<file path="src/hdl/vldu_config.svh">
// Sizing macros of the vector load unit
// Lane count, data widths, register length, id count and queue depths

`ifndef VLDU_CONFIG_SVH
`define VLDU_CONFIG_SVH

// Number of lanes sharing one VRF word
`define VLDU_NR_LANES 2

// Lane word width in bits
`define VLDU_ELEN 64

// Bytes per memory read beat
`define VLDU_BEAT_BYTES 8

// Bytes per full VRF word, across all lanes
`define VLDU_WORD_BYTES 16

// Bits per vector register (two full words)
`define VLDU_VLEN 256

// Number of vector instruction ids
`define VLDU_NR_VINSN 8

// Queue depths
`define VLDU_INSN_QUEUE_DEPTH 2
`define VLDU_RESULT_QUEUE_DEPTH 2

`endif
</file>
<file path="src/hdl/vldu_insn_pkg.sv">
// Sequencer-side types of the load unit
// Instruction id, element width, request and response

`include "vldu_config.svh"

package vldu_insn_pkg;

  // Vector instruction id
  typedef logic [$clog2(`VLDU_NR_VINSN)-1:0] vid_t;

  // Element width, element size is 2^vsew bytes
  typedef enum logic [1:0] {
    EW8  = 2'd0,
    EW16 = 2'd1,
    EW32 = 2'd2,
    EW64 = 2'd3
  } vsew_e;

  // Load request from the sequencer, 16 bits
  typedef struct packed {
    vid_t        id;
    // Destination vector register
    logic [4:0]  vd;
    // Element count
    logic [5:0]  vl;
    vsew_e       vsew;
  } pe_req_t;

  // Done vector back to the sequencer, one bit per id
  typedef struct packed {
    logic [`VLDU_NR_VINSN-1:0] vinsn_done;
  } pe_resp_t;

endpackage

</file>
<file path="src/hdl/vldu_data_pkg.sv">
// Data-side types of the load unit
// Memory beat, lane result, VRF word union and result-queue entry

`include "vldu_config.svh"

package vldu_data_pkg;

  // VRF word address seen by the lanes
  typedef logic [4:0] vaddr_t;

  // Byte enables of one lane word
  typedef logic [`VLDU_ELEN/8-1:0] strb_t;

  // Byte enables of a full word, lane-major
  typedef logic [`VLDU_NR_LANES-1:0][`VLDU_ELEN/8-1:0] word_be_t;

  // One memory read beat, always full and aligned
  typedef struct packed {
    logic [`VLDU_BEAT_BYTES*8-1:0] data;
  } mem_beat_t;

  // Payload toward one lane, 80 bits
  typedef struct packed {
    vldu_insn_pkg::vid_t     id;
    vaddr_t                  addr;
    logic [`VLDU_ELEN-1:0]   wdata;
    strb_t                   be;
  } lane_result_t;

  // Full VRF word
  // Written byte by byte by the packer, read per lane by the result queue
  typedef union packed {
    logic [`VLDU_WORD_BYTES-1:0][7:0]           bytes;
    logic [`VLDU_NR_LANES-1:0][`VLDU_ELEN-1:0]  lanes;
  } vrf_word_u;

  // One result-queue entry
  typedef struct packed {
    vrf_word_u               word;
    word_be_t                be;
    vldu_insn_pkg::vid_t     id;
    vaddr_t                  addr;
    // Final word of its instruction
    logic                    last;
  } rq_entry_t;

endpackage

</file>
<file path="src/hdl/vldu_top.sv">
// Top level of the vector load unit
// Instruction queue, beat packer and result queue

`include "vldu_config.svh"

module vldu_top (
  input  logic                                             clk_i,
  input  logic                                             rst_ni,
  // Sequencer
  input  vldu_insn_pkg::pe_req_t                           pe_req_i,
  input  logic                                             pe_req_valid_i,
  output logic                                             pe_req_ready_o,
  output vldu_insn_pkg::pe_resp_t                          pe_resp_o,
  // Memory read channel
  input  vldu_data_pkg::mem_beat_t                         mem_r_i,
  input  logic                                             mem_r_valid_i,
  output logic                                             mem_r_ready_o,
  // Lanes
  output vldu_data_pkg::lane_result_t [`VLDU_NR_LANES-1:0] ldu_result_o,
  output logic [`VLDU_NR_LANES-1:0]                        ldu_result_req_o,
  input  logic [`VLDU_NR_LANES-1:0]                        ldu_result_gnt_i,
  // Dispatcher
  output logic                                             load_complete_o
);

  // Issue path
  vldu_insn_pkg::pe_req_t   issue_insn;
  logic                     issue_valid;
  logic                     issue_done;
  // Packer to result queue
  logic                     push;
  vldu_data_pkg::rq_entry_t push_entry;
  logic                     rq_full;
  // Commit path
  logic                     commit_done;

  vldu_insn_queue i_insn_queue (
    .clk_i           (clk_i),
    .rst_ni          (rst_ni),
    .pe_req_i        (pe_req_i),
    .pe_req_valid_i  (pe_req_valid_i),
    .pe_req_ready_o  (pe_req_ready_o),
    .pe_resp_o       (pe_resp_o),
    .load_complete_o (load_complete_o),
    .issue_insn_o    (issue_insn),
    .issue_valid_o   (issue_valid),
    .issue_done_i    (issue_done),
    .commit_done_i   (commit_done)
  );

  vldu_beat_packer i_beat_packer (
    .clk_i         (clk_i),
    .rst_ni        (rst_ni),
    .mem_r_i       (mem_r_i),
    .mem_r_valid_i (mem_r_valid_i),
    .mem_r_ready_o (mem_r_ready_o),
    .issue_insn_i  (issue_insn),
    .issue_valid_i (issue_valid),
    .issue_done_o  (issue_done),
    .rq_full_i     (rq_full),
    .push_o        (push),
    .push_entry_o  (push_entry)
  );

  vldu_result_queue i_result_queue (
    .clk_i            (clk_i),
    .rst_ni           (rst_ni),
    .push_i           (push),
    .push_entry_i     (push_entry),
    .rq_full_o        (rq_full),
    .ldu_result_o     (ldu_result_o),
    .ldu_result_req_o (ldu_result_req_o),
    .ldu_result_gnt_i (ldu_result_gnt_i),
    .commit_done_o    (commit_done)
  );

endmodule

</file>
<file path="src/hdl/vldu_result_queue.sv">
// Result queue of the load unit
// Two-entry word queue with a valid bit per lane
// Pops on full grant and flags the commit of a load's last word

`include "vldu_config.svh"

module vldu_result_queue (
  input  logic                                             clk_i,
  input  logic                                             rst_ni,
  // Packer
  input  logic                                             push_i,
  input  vldu_data_pkg::rq_entry_t                         push_entry_i,
  output logic                                             rq_full_o,
  // Lanes
  output vldu_data_pkg::lane_result_t [`VLDU_NR_LANES-1:0] ldu_result_o,
  output logic [`VLDU_NR_LANES-1:0]                        ldu_result_req_o,
  input  logic [`VLDU_NR_LANES-1:0]                        ldu_result_gnt_i,
  // Instruction queue
  output logic                                             commit_done_o
);

  localparam int unsigned DEPTH = `VLDU_RESULT_QUEUE_DEPTH;
  localparam int unsigned PNT_W = $clog2(DEPTH);
  localparam int unsigned CNT_W = $clog2(DEPTH + 1);

  // Circular pointer step
  function automatic logic [PNT_W-1:0] next_pnt(input logic [PNT_W-1:0] pnt);
    return (pnt == PNT_W'(DEPTH - 1)) ? '0 : pnt + PNT_W'(1);
  endfunction

  vldu_data_pkg::rq_entry_t [DEPTH-1:0]  entry_q;
  // Lanes still owed each entry
  logic [DEPTH-1:0][`VLDU_NR_LANES-1:0]  valid_q, valid_d;
  logic [PNT_W-1:0]                      wr_pnt_q, wr_pnt_d;
  logic [PNT_W-1:0]                      rd_pnt_q, rd_pnt_d;
  logic [CNT_W-1:0]                      cnt_q, cnt_d;
  logic                                  pop;

  assign rq_full_o = (cnt_q == CNT_W'(DEPTH));

  ////////////////////////////////////////////////////////////
  // Lane side
  ////////////////////////////////////////////////////////////

  // Head entry, sliced per lane
  always_comb begin
    for (int unsigned l = 0; l < `VLDU_NR_LANES; l++) begin
      ldu_result_req_o[l]   = valid_q[rd_pnt_q][l];
      ldu_result_o[l].id    = entry_q[rd_pnt_q].id;
      ldu_result_o[l].addr  = entry_q[rd_pnt_q].addr;
      ldu_result_o[l].wdata = entry_q[rd_pnt_q].word.lanes[l];
      ldu_result_o[l].be    = entry_q[rd_pnt_q].be[l];
    end
  end

  ////////////////////////////////////////////////////////////
  // Queue state
  ////////////////////////////////////////////////////////////

  always_comb begin
    valid_d       = valid_q;
    wr_pnt_d      = wr_pnt_q;
    rd_pnt_d      = rd_pnt_q;
    pop           = 1'b0;
    commit_done_o = 1'b0;

    // Each lane drops its request on its own grant
    valid_d[rd_pnt_q] = valid_q[rd_pnt_q] & ~ldu_result_gnt_i;

    // Head leaves once every lane took it
    if ((cnt_q != '0) && (valid_d[rd_pnt_q] == '0)) begin
      pop           = 1'b1;
      rd_pnt_d      = next_pnt(rd_pnt_q);
      commit_done_o = entry_q[rd_pnt_q].last;
    end

    // New word requests all lanes
    if (push_i) begin
      valid_d[wr_pnt_q] = '1;
      wr_pnt_d          = next_pnt(wr_pnt_q);
    end

    cnt_d = cnt_q + CNT_W'(push_i) - CNT_W'(pop);
  end

  always_ff @(posedge clk_i) begin
    if (push_i) begin
      entry_q[wr_pnt_q] <= push_entry_i;
    end
  end

  always_ff @(posedge clk_i or negedge rst_ni) begin
    if (!rst_ni) begin
      valid_q  <= '0;
      wr_pnt_q <= '0;
      rd_pnt_q <= '0;
      cnt_q    <= '0;
    end else begin
      valid_q  <= valid_d;
      wr_pnt_q <= wr_pnt_d;
      rd_pnt_q <= rd_pnt_d;
      cnt_q    <= cnt_d;
    end
  end

endmodule

</file>
<file path="src/hdl/vldu_beat_packer.sv">
// Beat packer of the load unit
// Places memory beat bytes into the VRF word by element width
// Tracks the remaining bytes and pushes words to the result queue

`include "vldu_config.svh"

module vldu_beat_packer (
  input  logic                       clk_i,
  input  logic                       rst_ni,
  // Memory read channel
  input  vldu_data_pkg::mem_beat_t   mem_r_i,
  input  logic                       mem_r_valid_i,
  output logic                       mem_r_ready_o,
  // Instruction queue
  input  vldu_insn_pkg::pe_req_t     issue_insn_i,
  input  logic                       issue_valid_i,
  output logic                       issue_done_o,
  // Result queue
  input  logic                       rq_full_i,
  output logic                       push_o,
  output vldu_data_pkg::rq_entry_t   push_entry_o
);

  localparam int unsigned BEAT_BYTES    = `VLDU_BEAT_BYTES;
  localparam int unsigned WORD_BYTES    = `VLDU_WORD_BYTES;
  // Byte count of one instruction, up to a full register
  localparam int unsigned CNT_W         = $clog2(`VLDU_VLEN / 8 + 1);
  localparam int unsigned WB_W          = $clog2(WORD_BYTES);
  localparam int unsigned LANE_W        = $clog2(`VLDU_NR_LANES);
  localparam int unsigned OFF_W         = $clog2(`VLDU_ELEN / 8);
  localparam int unsigned WORDS_PER_REG = `VLDU_VLEN / (8 * WORD_BYTES);

  // Sequential byte within a word to its lane-major byte index
  function automatic logic [WB_W-1:0] shuffle_idx(input logic [WB_W-1:0]    seq_byte,
                                                   input vldu_insn_pkg::vsew_e vsew);
    logic [WB_W-1:0] elem;
    logic [WB_W-1:0] elem_mask;
    logic [WB_W-1:0] in_lane;
    elem_mask = (WB_W'(1) << vsew) - WB_W'(1);
    // Element index, lanes take elements round robin
    elem      = seq_byte >> vsew;
    // Byte position inside the lane word
    in_lane   = ((elem >> LANE_W) << vsew) | (seq_byte & elem_mask);
    return {elem[LANE_W-1:0], in_lane[OFF_W-1:0]};
  endfunction

  // Bytes already packed for the current instruction
  logic [CNT_W-1:0]          byte_cnt_q, byte_cnt_d;
  logic [CNT_W-1:0]          total_bytes;
  logic [CNT_W-1:0]          rem_bytes;
  // Word under construction and its byte enables
  vldu_data_pkg::vrf_word_u  word_q, word_d;
  vldu_data_pkg::word_be_t   be_q, be_d;
  // Sequential write pointer after this beat
  logic [WB_W:0]             word_pnt_nxt;
  logic                      beat_fire;
  logic                      word_full;
  logic                      last_beat;

  ////////////////////////////////////////////////////////////
  // Beat acceptance
  ////////////////////////////////////////////////////////////

  assign total_bytes = CNT_W'(issue_insn_i.vl) << issue_insn_i.vsew;
  assign rem_bytes   = total_bytes - byte_cnt_q;

  // Beats only while a load is issued and the queue has room
  assign mem_r_ready_o = issue_valid_i && !rq_full_i;
  assign beat_fire     = mem_r_valid_i && mem_r_ready_o;

  assign word_pnt_nxt = {1'b0, byte_cnt_q[WB_W-1:0]} + (WB_W + 1)'(BEAT_BYTES);
  assign word_full    = (word_pnt_nxt == (WB_W + 1)'(WORD_BYTES));
  // This beat holds the final bytes of the load
  assign last_beat    = (rem_bytes <= CNT_W'(BEAT_BYTES));

  ////////////////////////////////////////////////////////////
  // Byte placement
  ////////////////////////////////////////////////////////////

  always_comb begin : p_pack
    logic [WB_W-1:0] vrf_byte;
    vrf_byte     = '0;
    word_d       = word_q;
    be_d         = be_q;
    byte_cnt_d   = byte_cnt_q;
    push_o       = 1'b0;
    issue_done_o = 1'b0;

    if (beat_fire) begin
      for (int unsigned j = 0; j < BEAT_BYTES; j++) begin
        // Bytes past the instruction end are dropped
        if (CNT_W'(j) < rem_bytes) begin
          vrf_byte = shuffle_idx(byte_cnt_q[WB_W-1:0] + WB_W'(j), issue_insn_i.vsew);
          word_d.bytes[vrf_byte] = mem_r_i.data[8*j +: 8];
          be_d[vrf_byte[WB_W-1 -: LANE_W]][vrf_byte[OFF_W-1:0]] = 1'b1;
        end
      end
      byte_cnt_d   = byte_cnt_q + CNT_W'(BEAT_BYTES);
      push_o       = word_full || last_beat;
      issue_done_o = last_beat;
    end

    // Entry carries the word including this beat
    push_entry_o.word = word_d;
    push_entry_o.be   = be_d;
    push_entry_o.id   = issue_insn_i.id;
    // Two words per register, word index from the packed byte count
    push_entry_o.addr = vldu_data_pkg::vaddr_t'(issue_insn_i.vd * WORDS_PER_REG
                                                + (byte_cnt_q >> WB_W));
    push_entry_o.last = last_beat;

    // Start a fresh word after a push
    if (push_o) begin
      word_d = '0;
      be_d   = '0;
    end
    // Next load starts from byte zero
    if (issue_done_o) begin
      byte_cnt_d = '0;
    end
  end

  always_ff @(posedge clk_i) begin
    word_q <= word_d;
  end

  always_ff @(posedge clk_i or negedge rst_ni) begin
    if (!rst_ni) begin
      byte_cnt_q <= '0;
      be_q       <= '0;
    end else begin
      byte_cnt_q <= byte_cnt_d;
      be_q       <= be_d;
    end
  end

endmodule

</file>
<file path="src/hdl/vldu_insn_queue.sv">
// Instruction queue of the load unit
// Holds accepted loads with accept, issue and commit pointers
// Reports per-id done and the load-complete pulse

`include "vldu_config.svh"

module vldu_insn_queue (
  input  logic                     clk_i,
  input  logic                     rst_ni,
  // Sequencer
  input  vldu_insn_pkg::pe_req_t   pe_req_i,
  input  logic                     pe_req_valid_i,
  output logic                     pe_req_ready_o,
  output vldu_insn_pkg::pe_resp_t  pe_resp_o,
  output logic                     load_complete_o,
  // Packer
  output vldu_insn_pkg::pe_req_t   issue_insn_o,
  output logic                     issue_valid_o,
  input  logic                     issue_done_i,
  // Result queue
  input  logic                     commit_done_i
);

  localparam int unsigned DEPTH = `VLDU_INSN_QUEUE_DEPTH;
  localparam int unsigned PNT_W = $clog2(DEPTH);
  localparam int unsigned CNT_W = $clog2(DEPTH + 1);

  // Pointers and occupancy counts
  typedef struct packed {
    logic [PNT_W-1:0] accept_pnt;
    logic [PNT_W-1:0] issue_pnt;
    logic [PNT_W-1:0] commit_pnt;
    // Waiting to be issued
    logic [CNT_W-1:0] issue_cnt;
    // Not yet committed
    logic [CNT_W-1:0] commit_cnt;
  } queue_state_t;

  // Circular pointer step
  function automatic logic [PNT_W-1:0] next_pnt(input logic [PNT_W-1:0] pnt);
    return (pnt == PNT_W'(DEPTH - 1)) ? '0 : pnt + PNT_W'(1);
  endfunction

  vldu_insn_pkg::pe_req_t [DEPTH-1:0] insn_q;
  queue_state_t                       state_q, state_d;
  vldu_insn_pkg::pe_resp_t            pe_resp_d;
  logic                               accept;

  ////////////////////////////////////////////////////////////
  // Accept and issue
  ////////////////////////////////////////////////////////////

  // Room while fewer than DEPTH loads are uncommitted
  assign pe_req_ready_o = (state_q.commit_cnt != CNT_W'(DEPTH));
  assign accept         = pe_req_valid_i && pe_req_ready_o;

  // Oldest unissued load goes to the packer
  assign issue_insn_o  = insn_q[state_q.issue_pnt];
  assign issue_valid_o = (state_q.issue_cnt != '0);

  always_ff @(posedge clk_i) begin
    if (accept) begin
      insn_q[state_q.accept_pnt] <= pe_req_i;
    end
  end

  always_comb begin
    state_d = state_q;
    if (accept) begin
      state_d.accept_pnt = next_pnt(state_q.accept_pnt);
    end
    if (issue_done_i) begin
      state_d.issue_pnt = next_pnt(state_q.issue_pnt);
    end
    if (commit_done_i) begin
      state_d.commit_pnt = next_pnt(state_q.commit_pnt);
    end
    // Counts move with accept against issue or commit
    state_d.issue_cnt  = state_q.issue_cnt + CNT_W'(accept) - CNT_W'(issue_done_i);
    state_d.commit_cnt = state_q.commit_cnt + CNT_W'(accept) - CNT_W'(commit_done_i);
  end

  ////////////////////////////////////////////////////////////
  // Completion
  ////////////////////////////////////////////////////////////

  // Done bit of the id at the commit pointer
  always_comb begin
    pe_resp_d = '0;
    if (commit_done_i) begin
      pe_resp_d.vinsn_done[insn_q[state_q.commit_pnt].id] = 1'b1;
    end
  end

  always_ff @(posedge clk_i or negedge rst_ni) begin
    if (!rst_ni) begin
      state_q         <= '0;
      pe_resp_o       <= '0;
      load_complete_o <= 1'b0;
    end else begin
      state_q         <= state_d;
      // One-cycle pulses, registered
      pe_resp_o       <= pe_resp_d;
      load_complete_o <= commit_done_i;
    end
  end

endmodule

</file>
<file path="config.mk">
export PLATFORM = sky130hd
export DESIGN_NAME = vldu_top
export DESIGN_NICKNAME = d
export VERILOG_FILES = /design/src/hdl/vldu_insn_pkg.sv /design/src/hdl/vldu_data_pkg.sv /design/src/hdl/vldu_top.sv /design/src/hdl/vldu_result_queue.sv /design/src/hdl/vldu_beat_packer.sv /design/src/hdl/vldu_insn_queue.sv
export VERILOG_INCLUDE_DIRS = /design/src /design/src/hdl
export SDC_FILE = /design/constraint.sdc
export NUM_CORES = 1
export LEC_CHECK = 0
export BUFFER_PORTS_ARGS = -buffer_cell sky130_fd_sc_hd__buf_2
export CORE_MARGIN = 5
export CORE_UTILIZATION = 45
export CTS_BUF_LIST = sky130_fd_sc_hd__clkbuf_4
export DETAILED_ROUTE_END_ITERATION = 10
export PLACE_DENSITY = 0.71
export SLEW_MARGIN = 5
export SYNTH_ARGS = -nofsm -noshare
export SYNTH_HDL_FRONTEND = slang
export SYNTH_SLANG_ARGS = --single-unit
</file>
<file path="constraint.sdc">
create_clock -name clk_i -period 11.05 [get_ports clk_i]
set_input_delay 1.105 -clock clk_i [delete_from_list [all_inputs] [get_ports clk_i]]
set_output_delay 1.105 -clock clk_i [all_outputs]
set_load 0.1 [all_outputs]
</file>
* Yosys cells after proc, flatten, opt, wreduce, memory -nomap -nowiden
Cells that the tools add are included.
** Storage, ports and cells
- Output and inout bits :: 173
- Logic and storage cells :: 337
- Input bits :: 86
- Register bits after elaboration :: 512
** Cells by class
- Shift-type cells :: 18
- Add/sub/neg operators :: 23
- Reduce and logical (&&, ||, !) cells :: 38
- Mux-type cells :: 125
- Eq/ne operators :: 3
- $lt $le $gt $ge :: 67
- Bitwise logic cells :: 27
** Operators by type and width (count)
- 128-bit two-way mux :: 16
- 128-bit bitwise mux :: 8
- 153-bit two-way mux :: 3
- 16-bit two-way mux :: 22
- 306-bit bitwise mux :: 1
- 8-bit demux with 4-bit select :: 8
- 153-bit demux with 1-bit select :: 1
- 8-bit two-way mux :: 17
- 16-bit OR :: 8
- 8-bit demux with 1-bit select :: 8
- 4-bit by 5-bit < comparator with 1-bit output (second input constant) :: 8
- 3-bit by 4-bit < comparator with 1-bit output (second input constant) :: 9
- 32-bit bitwise mux :: 1
- 4-bit by 1-bit >= comparator with 1-bit output (second input constant) :: 8
- 1-bit logical AND :: 32
- 4-bit by 2-bit >> shifter with 4-bit output :: 8
- 1-bit demux with 3-bit select :: 9
- 3-bit by 1-bit >= comparator with 1-bit output (second input constant) :: 9
- 1-bit by 2-bit < comparator with 1-bit output (second input constant) :: 13
- 3-bit bitwise AND :: 8
- 3-bit by 6-bit < comparator with 1-bit output (first input constant) :: 4
- 3-bit OR :: 8
- 3-bit by 2-bit left shift with 3-bit output :: 8
- 1-bit two-way mux :: 18
- 33 further kinds :: 66

* Longest topological paths before layout
Gate-level depths: netlist (run 1).
- Depth after elaboration :: 37
- Depth in mapped cells :: 21
- Depth with buffers taken out :: 17

* Cells and area by module
A second synthesis (run 1) with hierarchy kept.
** Second synthesis, totals
- Cells, all modules :: 1754
- Area total of the unflattened synthesis :: 22900.7 um^2
** Modules (own cells, without submodules)
- vldu_result_queue :: cells each 523, times used 1, seq. area each 9389.0 um^2, area each 11923.9 um^2
- vldu_beat_packer :: cells each 1124, times used 1, seq. area each 3037.9 um^2, area each 9110.0 um^2
- vldu_insn_queue :: cells each 107, times used 1, seq. area each 1361.3 um^2, area each 1866.8 um^2

* Least setup slack after synthesis (run 1)
No wires, ideal clock.
- Path type :: reg-to-reg
- Start point :: register i_insn_queue.state_q[5] (netlist bit)
- End point :: register i_result_queue.entry_q[0] (netlist bit), enable pin
- Period minus slack after synthesis :: 10.176 ns
- Setup time :: 0.667 ns
- Required time :: 10.383 ns
- Arrival :: 9.508 ns
- Buffers on the path :: 5
- Setup slack :: 0.874 ns
- Stages on the path, launching flop included :: 18
- Path through :: dfrtp_1 buf_6 mux2i_4 clkbuf_1 a21oi_1 nand2_1 nand2_1 ha_1 clkbuf_1 nand3_1 mux2i_1 or2_2 mux2_2 and2_1 buf_2 o21ai_4 buf_2 nor2_1
** Between the ends
- Word-level cells in the longest chain between the ends :: 7
** Ends and longest elaborated chain
- start: declaration :: RTL line vldu_insn_queue.sv:45 : queue_state_t state_q, state_d;
- start signal: assignment :: RTL line vldu_insn_queue.sv:101 : state_q <= state_d;
- 16-bit two-way mux (implied by the code) (2 in a row) :: RTL line vldu_insn_queue.sv:58 : assign issue_insn_o = insn_q[state_q.issue_pnt];
- 6-bit by 2-bit left shift with 6-bit output :: RTL line vldu_beat_packer.sv:64 : assign total_bytes = CNT_W'(issue_insn_i.vl) << issue_insn_i.vsew;
- 6-bit subtractor :: RTL line vldu_beat_packer.sv:65 : assign rem_bytes = total_bytes - byte_cnt_q;
- 6-bit by 4-bit less-or-equal comparator with 1-bit output :: RTL line vldu_beat_packer.sv:74 : assign last_beat = (rem_bytes <= CNT_W'(BEAT_BYTES));
- named net i_beat_packer.last_beat :: RTL line vldu_beat_packer.sv:58 : logic last_beat;
- 1-bit logical OR :: RTL line vldu_beat_packer.sv:99 : push_o = word_full || last_beat;
- 1-bit two-way mux :: RTL line vldu_beat_packer.sv:89 : if (beat_fire) begin
- end signal: indexed assignment :: RTL line vldu_result_queue.sv:88 : entry_q[wr_pnt_q] <= push_entry_i;
- end: declaration :: RTL line vldu_result_queue.sv:31 : vldu_data_pkg::rq_entry_t [DEPTH-1:0] entry_q;
The timed path passes the listed nets, and every way through them passes these cells. The select of a mux whose other input is x is not followed.
A chain may end at the register's enable or synchronous reset.

* Final worst setup path (run 1)
- Start point :: register i_insn_queue.state_q[5] (netlist bit)
- End point :: register i_result_queue.entry_q[261] (netlist bit), enable pin
** Between the ends
- Word-level cells in the longest chain between the ends :: 7
** Ends and longest elaborated chain (RTL line)
- 16-bit two-way mux (implied by the code) (2 in a row) :: vldu_insn_queue.sv:58
- 6-bit by 2-bit left shift with 6-bit output :: vldu_beat_packer.sv:64
- 6-bit subtractor :: vldu_beat_packer.sv:65
- 6-bit by 4-bit less-or-equal comparator with 1-bit output :: vldu_beat_packer.sv:74
- 1-bit logical OR :: vldu_beat_packer.sv:99
- 1-bit two-way mux :: vldu_beat_packer.sv:89
Every way passes these cells. The select of a mux whose other input is x is not followed.

==> summary.md, run 1 <==
| Metric | Value |
|---|---|
| Setup violations, final | `0` |
| Crit path launch type | `register` |
| Synth area leader | `edfxtp_1` |
| Detail Route Antenna Nets | `0` |
| DRC | `0` |
| Synth cell types | `81` |
| Data required time of the critical path | `between 10 and 15 ns` |
| Top FF cell, synth | `edfxtp_1` |
| Post-CTS Setup Inserts | `0` |
| Hold Path Class | `in2async` |
| Synthesis-to-layout area growth | `15.86%` |
| Mapped Cells | `1,688` |
| Initial antenna violation count | `3` |
| Slowest CP cell | `buf_4` |
| Reg2reg start | `i_insn_queue.state_q[5]` |
| Inserted Clock Buffers | `between 100 and 150` |
| Boundary Pins | `roughly 260` |
| Initial DRT Pass Iterations | `7` |
| Mapped Area | `~22,000 um^2` |
| Final worst path period need | `between 6 and 7 ns` |
| Crit Path Class | `reg2reg` |
| DR vias/cell | `5.986` |
| CORE AREA | `around 50,000 um^2` |
| Most common cell after layout, fill and taps aside | `edfxtp_1` |
| Yosys warns | `0` |
| Gr ovfl total | `0` |
| Post-synthesis sequential area ratio | `roughly 60%` |
| Top-area cell type share of the netlist area | `between 40% and 50%` |
| Gpl congestion | `a little over 0.9` |
| Initial DRC Count | `between 1,500 and 2,000` |
| Setup crit end kind | `register` |
| RSZ-0062 raised after global routing | `false` |
| TritonCTS clock tree | `done` |
| Cell area after placement | `about 24,000 um^2` |
| Async SR Flop Fraction | `under 10%` |
| WL final | `65,680 um` |
| Via count | `about 16,000` |
| Number of synthesized flops with an enable pin | `approximately 340` |
| Clock latency at the later pin of the worst-skew pair | `0.87 ns` |
| Number of global-route vias before repair | `roughly 16,000` |
| CTS Root Buffer Type | `clkbuf_4` |
| CP top delay family | `buffers and inverters` |
| Port Buffers | `257` |
| Synthesis-stage register bit count | `507` |
| Final Max Tran Viols | `0` |
| First-pass GRT wire length | `approximately 97,000 um` |
| Cts hold-fix bufs | `0` |
| Post-synth net total | `around 1,800` |
| Die H | `around 230 um` |
| Fin. Hold Viols | `0` |
| Synthesized area per cell | `13.32 um^2` |
| Reg clk slew, reported paths | `~0.06 ns` |
| CP max stage delay | `between 0.8 and 0.9 ns` |
| Std-Cell Rows | `82` |
| Total negative slack | `0 ns` |
| Slew headroom | `a little under a quarter` |
| Fmax | `around 0.15 GHz` |
| Pin count of the biggest net entering global routing | `between 80 and 90` |
| DP Wirelength | `roughly 44,000 um` |
| GRT Overall Usage | `23.39%` |
| Nets | `between 2,000 and 2,500` |
| Worst-Margin Slew | `1.158 ns` |
| Max_cap viols | `0` |
| Crit path DAT | `around 7 ns` |
| Critical path, cell by cell | `buf_4 -> mux2i_4 -> mux2i_1 -> nand2_1 -> nand2_1 -> ha_1 -> nand3_1 -> mux2i_1 -> or2_2 -> mux2_2 -> and2_1 -> o21ai_4 -> inv_2 -> and2_4 -> buf_4` |
| Full die area | `54,530 um^2` |
| Post-CTS sizing | `0` |
| Worst path buffer plus inverter count | `3` |
| Worst Clk Skew | `0.04944 ns` |
| Final Worst Setup Slack | `roughly 4.5 ns` |
| Commonest cells after routing, fill and taps aside | `edfxtp_1 (336), buf_2 (257), clkbuf_4 (218)` |
| Final Cycle Share | `59.40%` |
| Hold WS | `a little under 0.4 ns` |
| Status | `complete, no violations` |
| Crit Path Max Fanout | `64` |
| Fin area | `26,050 um^2` |
| Htree depth | `4` |
| Starting density of the core | `a little under half` |
| Share of cells above drive strength 1 | `between 30% and 40%` |
| DP Worst Slack | `about 4.5 ns` |
| Synth area leaders | `edfxtp_1 (45%), dfxtp_1 (11%), mux2_2 (9.1%)` |
| DR WL/cell | `around 24 um` |
| CP Launch Point | `i_insn_queue.state_q[5]` |
| Num Clock Sinks | `507` |
| Die width | `233.5 um` |
| Max clock buf depth | `3` |
[cells in the mapped netlist (25+ instances only)]
cell type,instances
a21oi_1,33
a2bb2oi_1,25
a31oi_1,26
and2_1,53
buf_2,34
clkbuf_1,69
dfrtp_1,43
dfxtp_1,128
edfxtp_1,336
inv_1,57
mux2_2,181
nand2_1,63
nand3_1,32
nor2_1,34
o21a_1,29
o21ai_0,26
o221a_2,32
o22a_1,46
o22ai_1,34
or3_1,42
[per-stage QoR]
| stage | instances | util (%) |
|---|---|---|
| 2_1_floorplan | 1688 | - |
| 3_3_place_gp | 2505 | 48.54 |
| 3_5_place_dp | 2505 | 48.54 |
| 4_1_cts | 2746 | 52.33 |
| 5_1_grt | 2747 | 52.33 |
| 6_report | 2749 | 52.34 |
[final timing paths]
path	slack (ns)	endpoint	depth (start not counted)
setup / recovery	4.49	i_result_queue.entry_q[261]	15
hold / removal	0.40	i_beat_packer.be_q[3]	2
setup reg to reg	4.49	i_result_queue.entry_q[261]	15
hold reg to reg	0.46	i_beat_packer.word_q[39]	2
max in group asynchronous	9.97	i_result_queue.rd_pnt_q	2
min in group clk_i	0.44	i_insn_queue.insn_q[21]	1
[metal layers]
layer	vias up	global-route usage (%)	wire length (um)
met5	-	0	33
met4	4	10.59	2521
met3	173	6.114	6054
met2	871	35.74	30150
met1	8164	31.48	26930
li1	7244	-	-
[kinds of logic after synthesis]
logic type	synth area share [%]
flip-flops	61.07
AO/OA/AOI/OAI	16.26
AND/OR/NAND/NOR	7.369
multiplexers	10.10
buffers and inverters	3.629
XOR/XNOR	0.8182
adder cells (fa/ha/maj)	0.7236
other	0.03341
[state kept, by name, indices dropped and copies added, names as in the netlist]
register,cells
i_result_queue.entry_q,306
i_beat_packer.word_q,128
i_insn_queue.insn_q,30
i_beat_packer.be_q,16
i_insn_queue.pe_resp_o,8
i_insn_queue.state_q,7
i_result_queue.valid_q,4
i_beat_packer.byte_cnt_q,3
i_result_queue.cnt_q,2
i_insn_queue.load_complete_o,1
i_result_queue.rd_pnt_q,1
i_result_queue.wr_pnt_q,1
[worst reg2reg max path, cell delays in order, from the launching register on]
cell and delay, ns:
dfrtp_1 0.32, buf_4 0.34, mux2i_4 0.67, mux2i_1 0.25, nand2_1 0.12, nand2_1 0.05
ha_1 0.41, nand3_1 0.10, mux2i_1 0.40, or2_2 0.19, mux2_2 0.17, and2_1 0.42
o21ai_4 0.08, inv_2 0.83, and2_4 0.83, buf_4 0.92
[cell type report]
class                           count  area [um^2]
Fill cell                        4231        23720
Sequential cell                   507        13730
Multi-Input combinational cell    994         7951
Clock buffer                      218         1637
Timing Repair Buffer              274         1414
Tap cell                          672        840.8
Clock inverter                     23        245.2
Inverter                           58        217.7
Antenna cell                        3        7.507
Power of run 1 is not shown: default switching activity piles up to over one toggle a cycle in this logic, so the estimate is an artifact.
==> inputs of run 2 (changes only) <==
==> constraint.sdc (replaced) <==
create_clock -name clk_i -period 6.1 [get_ports clk_i]
set_input_delay 0.61 -clock clk_i [delete_from_list [all_inputs] [get_ports clk_i]]
set_output_delay 0.61 -clock clk_i [all_outputs]
set_load 0.1 [all_outputs]
==> run 2 against run 1 <==
  * Count of clock-buffer cells in the layout fell by 13
  * Highest routed layer unchanged
  * Largest cell class unchanged
  * Non-clock buffer count rose by 29
  * Routed wire length fell by 0.41%
==> summary.md, run 2 (same netlist as run 1, synthesis figures left out) <==
| Metric | Value |
|---|---|
| Slew headroom | `a little under a third` |
| Detail Route Antenna Nets | `0` |
| Largest register FFs | `306` |
| DP Wirelength | `between 40,000 and 50,000 um` |
| CTS Root Buffer Type | `clkbuf_4` |
| Crit path launch type | `register` |
| Worst-Margin Slew | `1.032 ns` |
| DR WL/cell | `between 20 and 25 um` |
| Cell mode on critical path | `nand2_1` |
| CP top delay family | `compound AO/OA/AOI/OAI gates` |
| Die H | `around 230 um` |
| Gpl congestion | `a little over 0.9` |
| Final Cycle Share | `between 70% and 80%` |
| Util after Layout | `a little over half` |
| CP max stage delay | `between 0.7 and 0.8 ns` |
| Final worst path period need | `about 4.8 ns` |
| Gr ovfl total | `0` |
| Boundary Pins | `around 260` |
| Crit path DAT | `between 5 and 6 ns` |
| Setup violations, final | `0` |
| Std-Cell Rows | `between 80 and 90` |
| Synthesis-to-layout area growth | `16.29%` |
| Most flops, register | `i_result_queue.entry_q` |
| Num Clock Sinks | `around 500` |
| Nets | `approximately 2,100` |
| Total negative slack | `0 ns` |
| Share of cells above drive strength 1 | `36.15%` |
| Critical path, cell by cell | `mux2i_4 -> mux2i_1 -> nand2_1 -> nand2_1 -> ha_1 -> nand3b_1 -> mux2i_1 -> o221a_1 -> o21ai_4 -> nand2_1 -> a21oi_2 -> o22a_1` |
| Max clock buf depth | `3` |
| Hold Path Class | `in2reg` |
| WL final | `around 65,000 um` |
| Number of global-route vias before repair | `around 16,000` |
| Crit Path Max Fanout | `25` |
| DRC | `0` |
| Slowest CP cell | `a21oi_2` |
| Die width | `approximately 230 um` |
| Inserted Clock Buffers | `between 100 and 150` |
| Fmax | `0.2078 GHz` |
| Commonest cells after routing, fill and taps aside | `edfxtp_1 (336), buf_2 (257), clkbuf_4 (205)` |
| TritonCTS clock tree | `done` |
| Pin count of the biggest net entering global routing | `93` |
| Fin area | `between 20,000 and 30,000 um^2` |
| Final Max Tran Viols | `0` |
| RSZ-0062 raised after global routing | `false` |
| Cell area after placement | `approximately 24,000 um^2` |
| Worst Clk Skew | `between 0.05 and 0.06 ns` |
| Starting density of the core | `45.18%` |
| Biggest regs | `i_result_queue.entry_q: 306 flops, i_beat_packer.word_q: 128 flops, i_insn_queue.insn_q: 30 flops` |
| CORE AREA | `~50,000 um^2` |
| Post-CTS sizing | `0` |
| Status | `complete, no violations` |
| Setup crit end kind | `register` |
| Port Buffers | `around 260` |
| Crit Path Class | `reg2reg` |
| Fin. Hold Viols | `0` |
| First-pass GRT wire length | `~100,000 um` |
| Via count | `~16,000` |
| Full die area | `~55,000 um^2` |
| Worst path buffer plus inverter count | `0` |
| Htree depth | `4` |
| Max_cap viols | `0` |
| Initial DRC Count | `about 1,700` |
| GRT Overall Usage | `a little under a quarter` |
| Post-CTS Setup Inserts | `0` |
| Most common cell after layout, fill and taps aside | `edfxtp_1` |
| Reg clk slew, reported paths | `about 0.07 ns` |
| Data required time of the critical path | `between 6 and 7 ns` |
| Dpl cells | `~2,500` |
| DR vias/cell | `between 5 and 6` |
| Non-filler cells, final | `roughly 2,800` |
| Initial antenna violation count | `6` |
| Fill cell count | `between 4,000 and 5,000` |
| Clock latency at the later pin of the worst-skew pair | `around 0.85 ns` |
| Initial DRT Pass Iterations | `6` |
-- run 2: cell count changes in the layout (fill, tap and decap cells not counted), sizes merged --
| cell | previous run | this run |
|---|---|---|
| buf | 274 | 287 |
| bufinv | 6 | 1 |
| clkbuf | 218 | 205 |
| clkinv | 12 | 23 |
| dlygate4sd3 | 0 | 16 |
| inv | 63 | 61 |
-- run 2: per-layer routing --
metal	share of wire, %	GRT usage [%]
met5	0.047	0
met1	41	31.73
met2	47	36.26
met4	3.7	9.873
met3	8.9	5.676
-- run 2: stage by stage --
step           worst slack, ns  hold slack (ns)
6_report                 1.288          0.07043
5_1_grt                 0.9810          0.02327
3_5_place_dp             1.360           0.4560
3_3_place_gp             1.405           0.4468
4_1_cts                  1.385         0.005702
2_1_floorplan           0.2613           0.3144
-- run 2: cell type report --
| class | instances | area (um^2) | share of cell area (%) |
|---|---|---|---|
| Sequential cell | 507 | 13730 | 52.53 |
| Multi-Input combinational cell | 994 | 7951 | 30.42 |
| Timing Repair Buffer | 303 | 1722 | 6.586 |
| Clock buffer | 205 | 1539 | 5.887 |
| Tap cell | 672 | 840.8 | 3.216 |
| Inverter | 58 | 217.7 | 0.8328 |
| Clock inverter | 27 | 132.6 | 0.5073 |
| Antenna cell | 3 | 7.507 | 0.02872 |
-- run 2: final timing paths --
path / startpoint / endpoint / slack (ns) / cells after the start
min in group asynchronous: rst_ni / i_beat_packer.be_q[3] / 0.45 / 3
min: ldu_result_gnt_i[0] / i_result_queue.valid_q[2] / 0.07 / 3
min reg2reg: i_beat_packer.word_q[36] / i_beat_packer.word_q[36] / 0.47 / 2
max: i_insn_queue.insn_q[1] / i_result_queue.entry_q[266] / 1.29 / 12
max in group asynchronous: rst_ni / i_result_queue.rd_pnt_q / 4.98 / 3
max reg2reg: i_insn_queue.insn_q[1] / i_result_queue.entry_q[266] / 1.29 / 12
-- run 2: worst reg2reg max path, stage by stage (launching register included) --
cell and delay, ns:
edfxtp_1 0.48, mux2i_4 0.60, mux2i_1 0.37, nand2_1 0.09, nand2_1 0.07, ha_1 0.31, nand3b_1 0.13, mux2i_1 0.14
o221a_1 0.42, o21ai_4 0.63, nand2_1 0.42, a21oi_2 0.74, o22a_1 0.27
-- run 2: what timing repair did --
| item | 4_1_cts | 5_1_grt |
|---|---|---|
| endpoints found under the setup margin | 0 | 0 |
| hold buffers | 16 | 0 |
| hold endpoints to repair | 73 | 0 |
Power of run 2 is left out for the same reason.
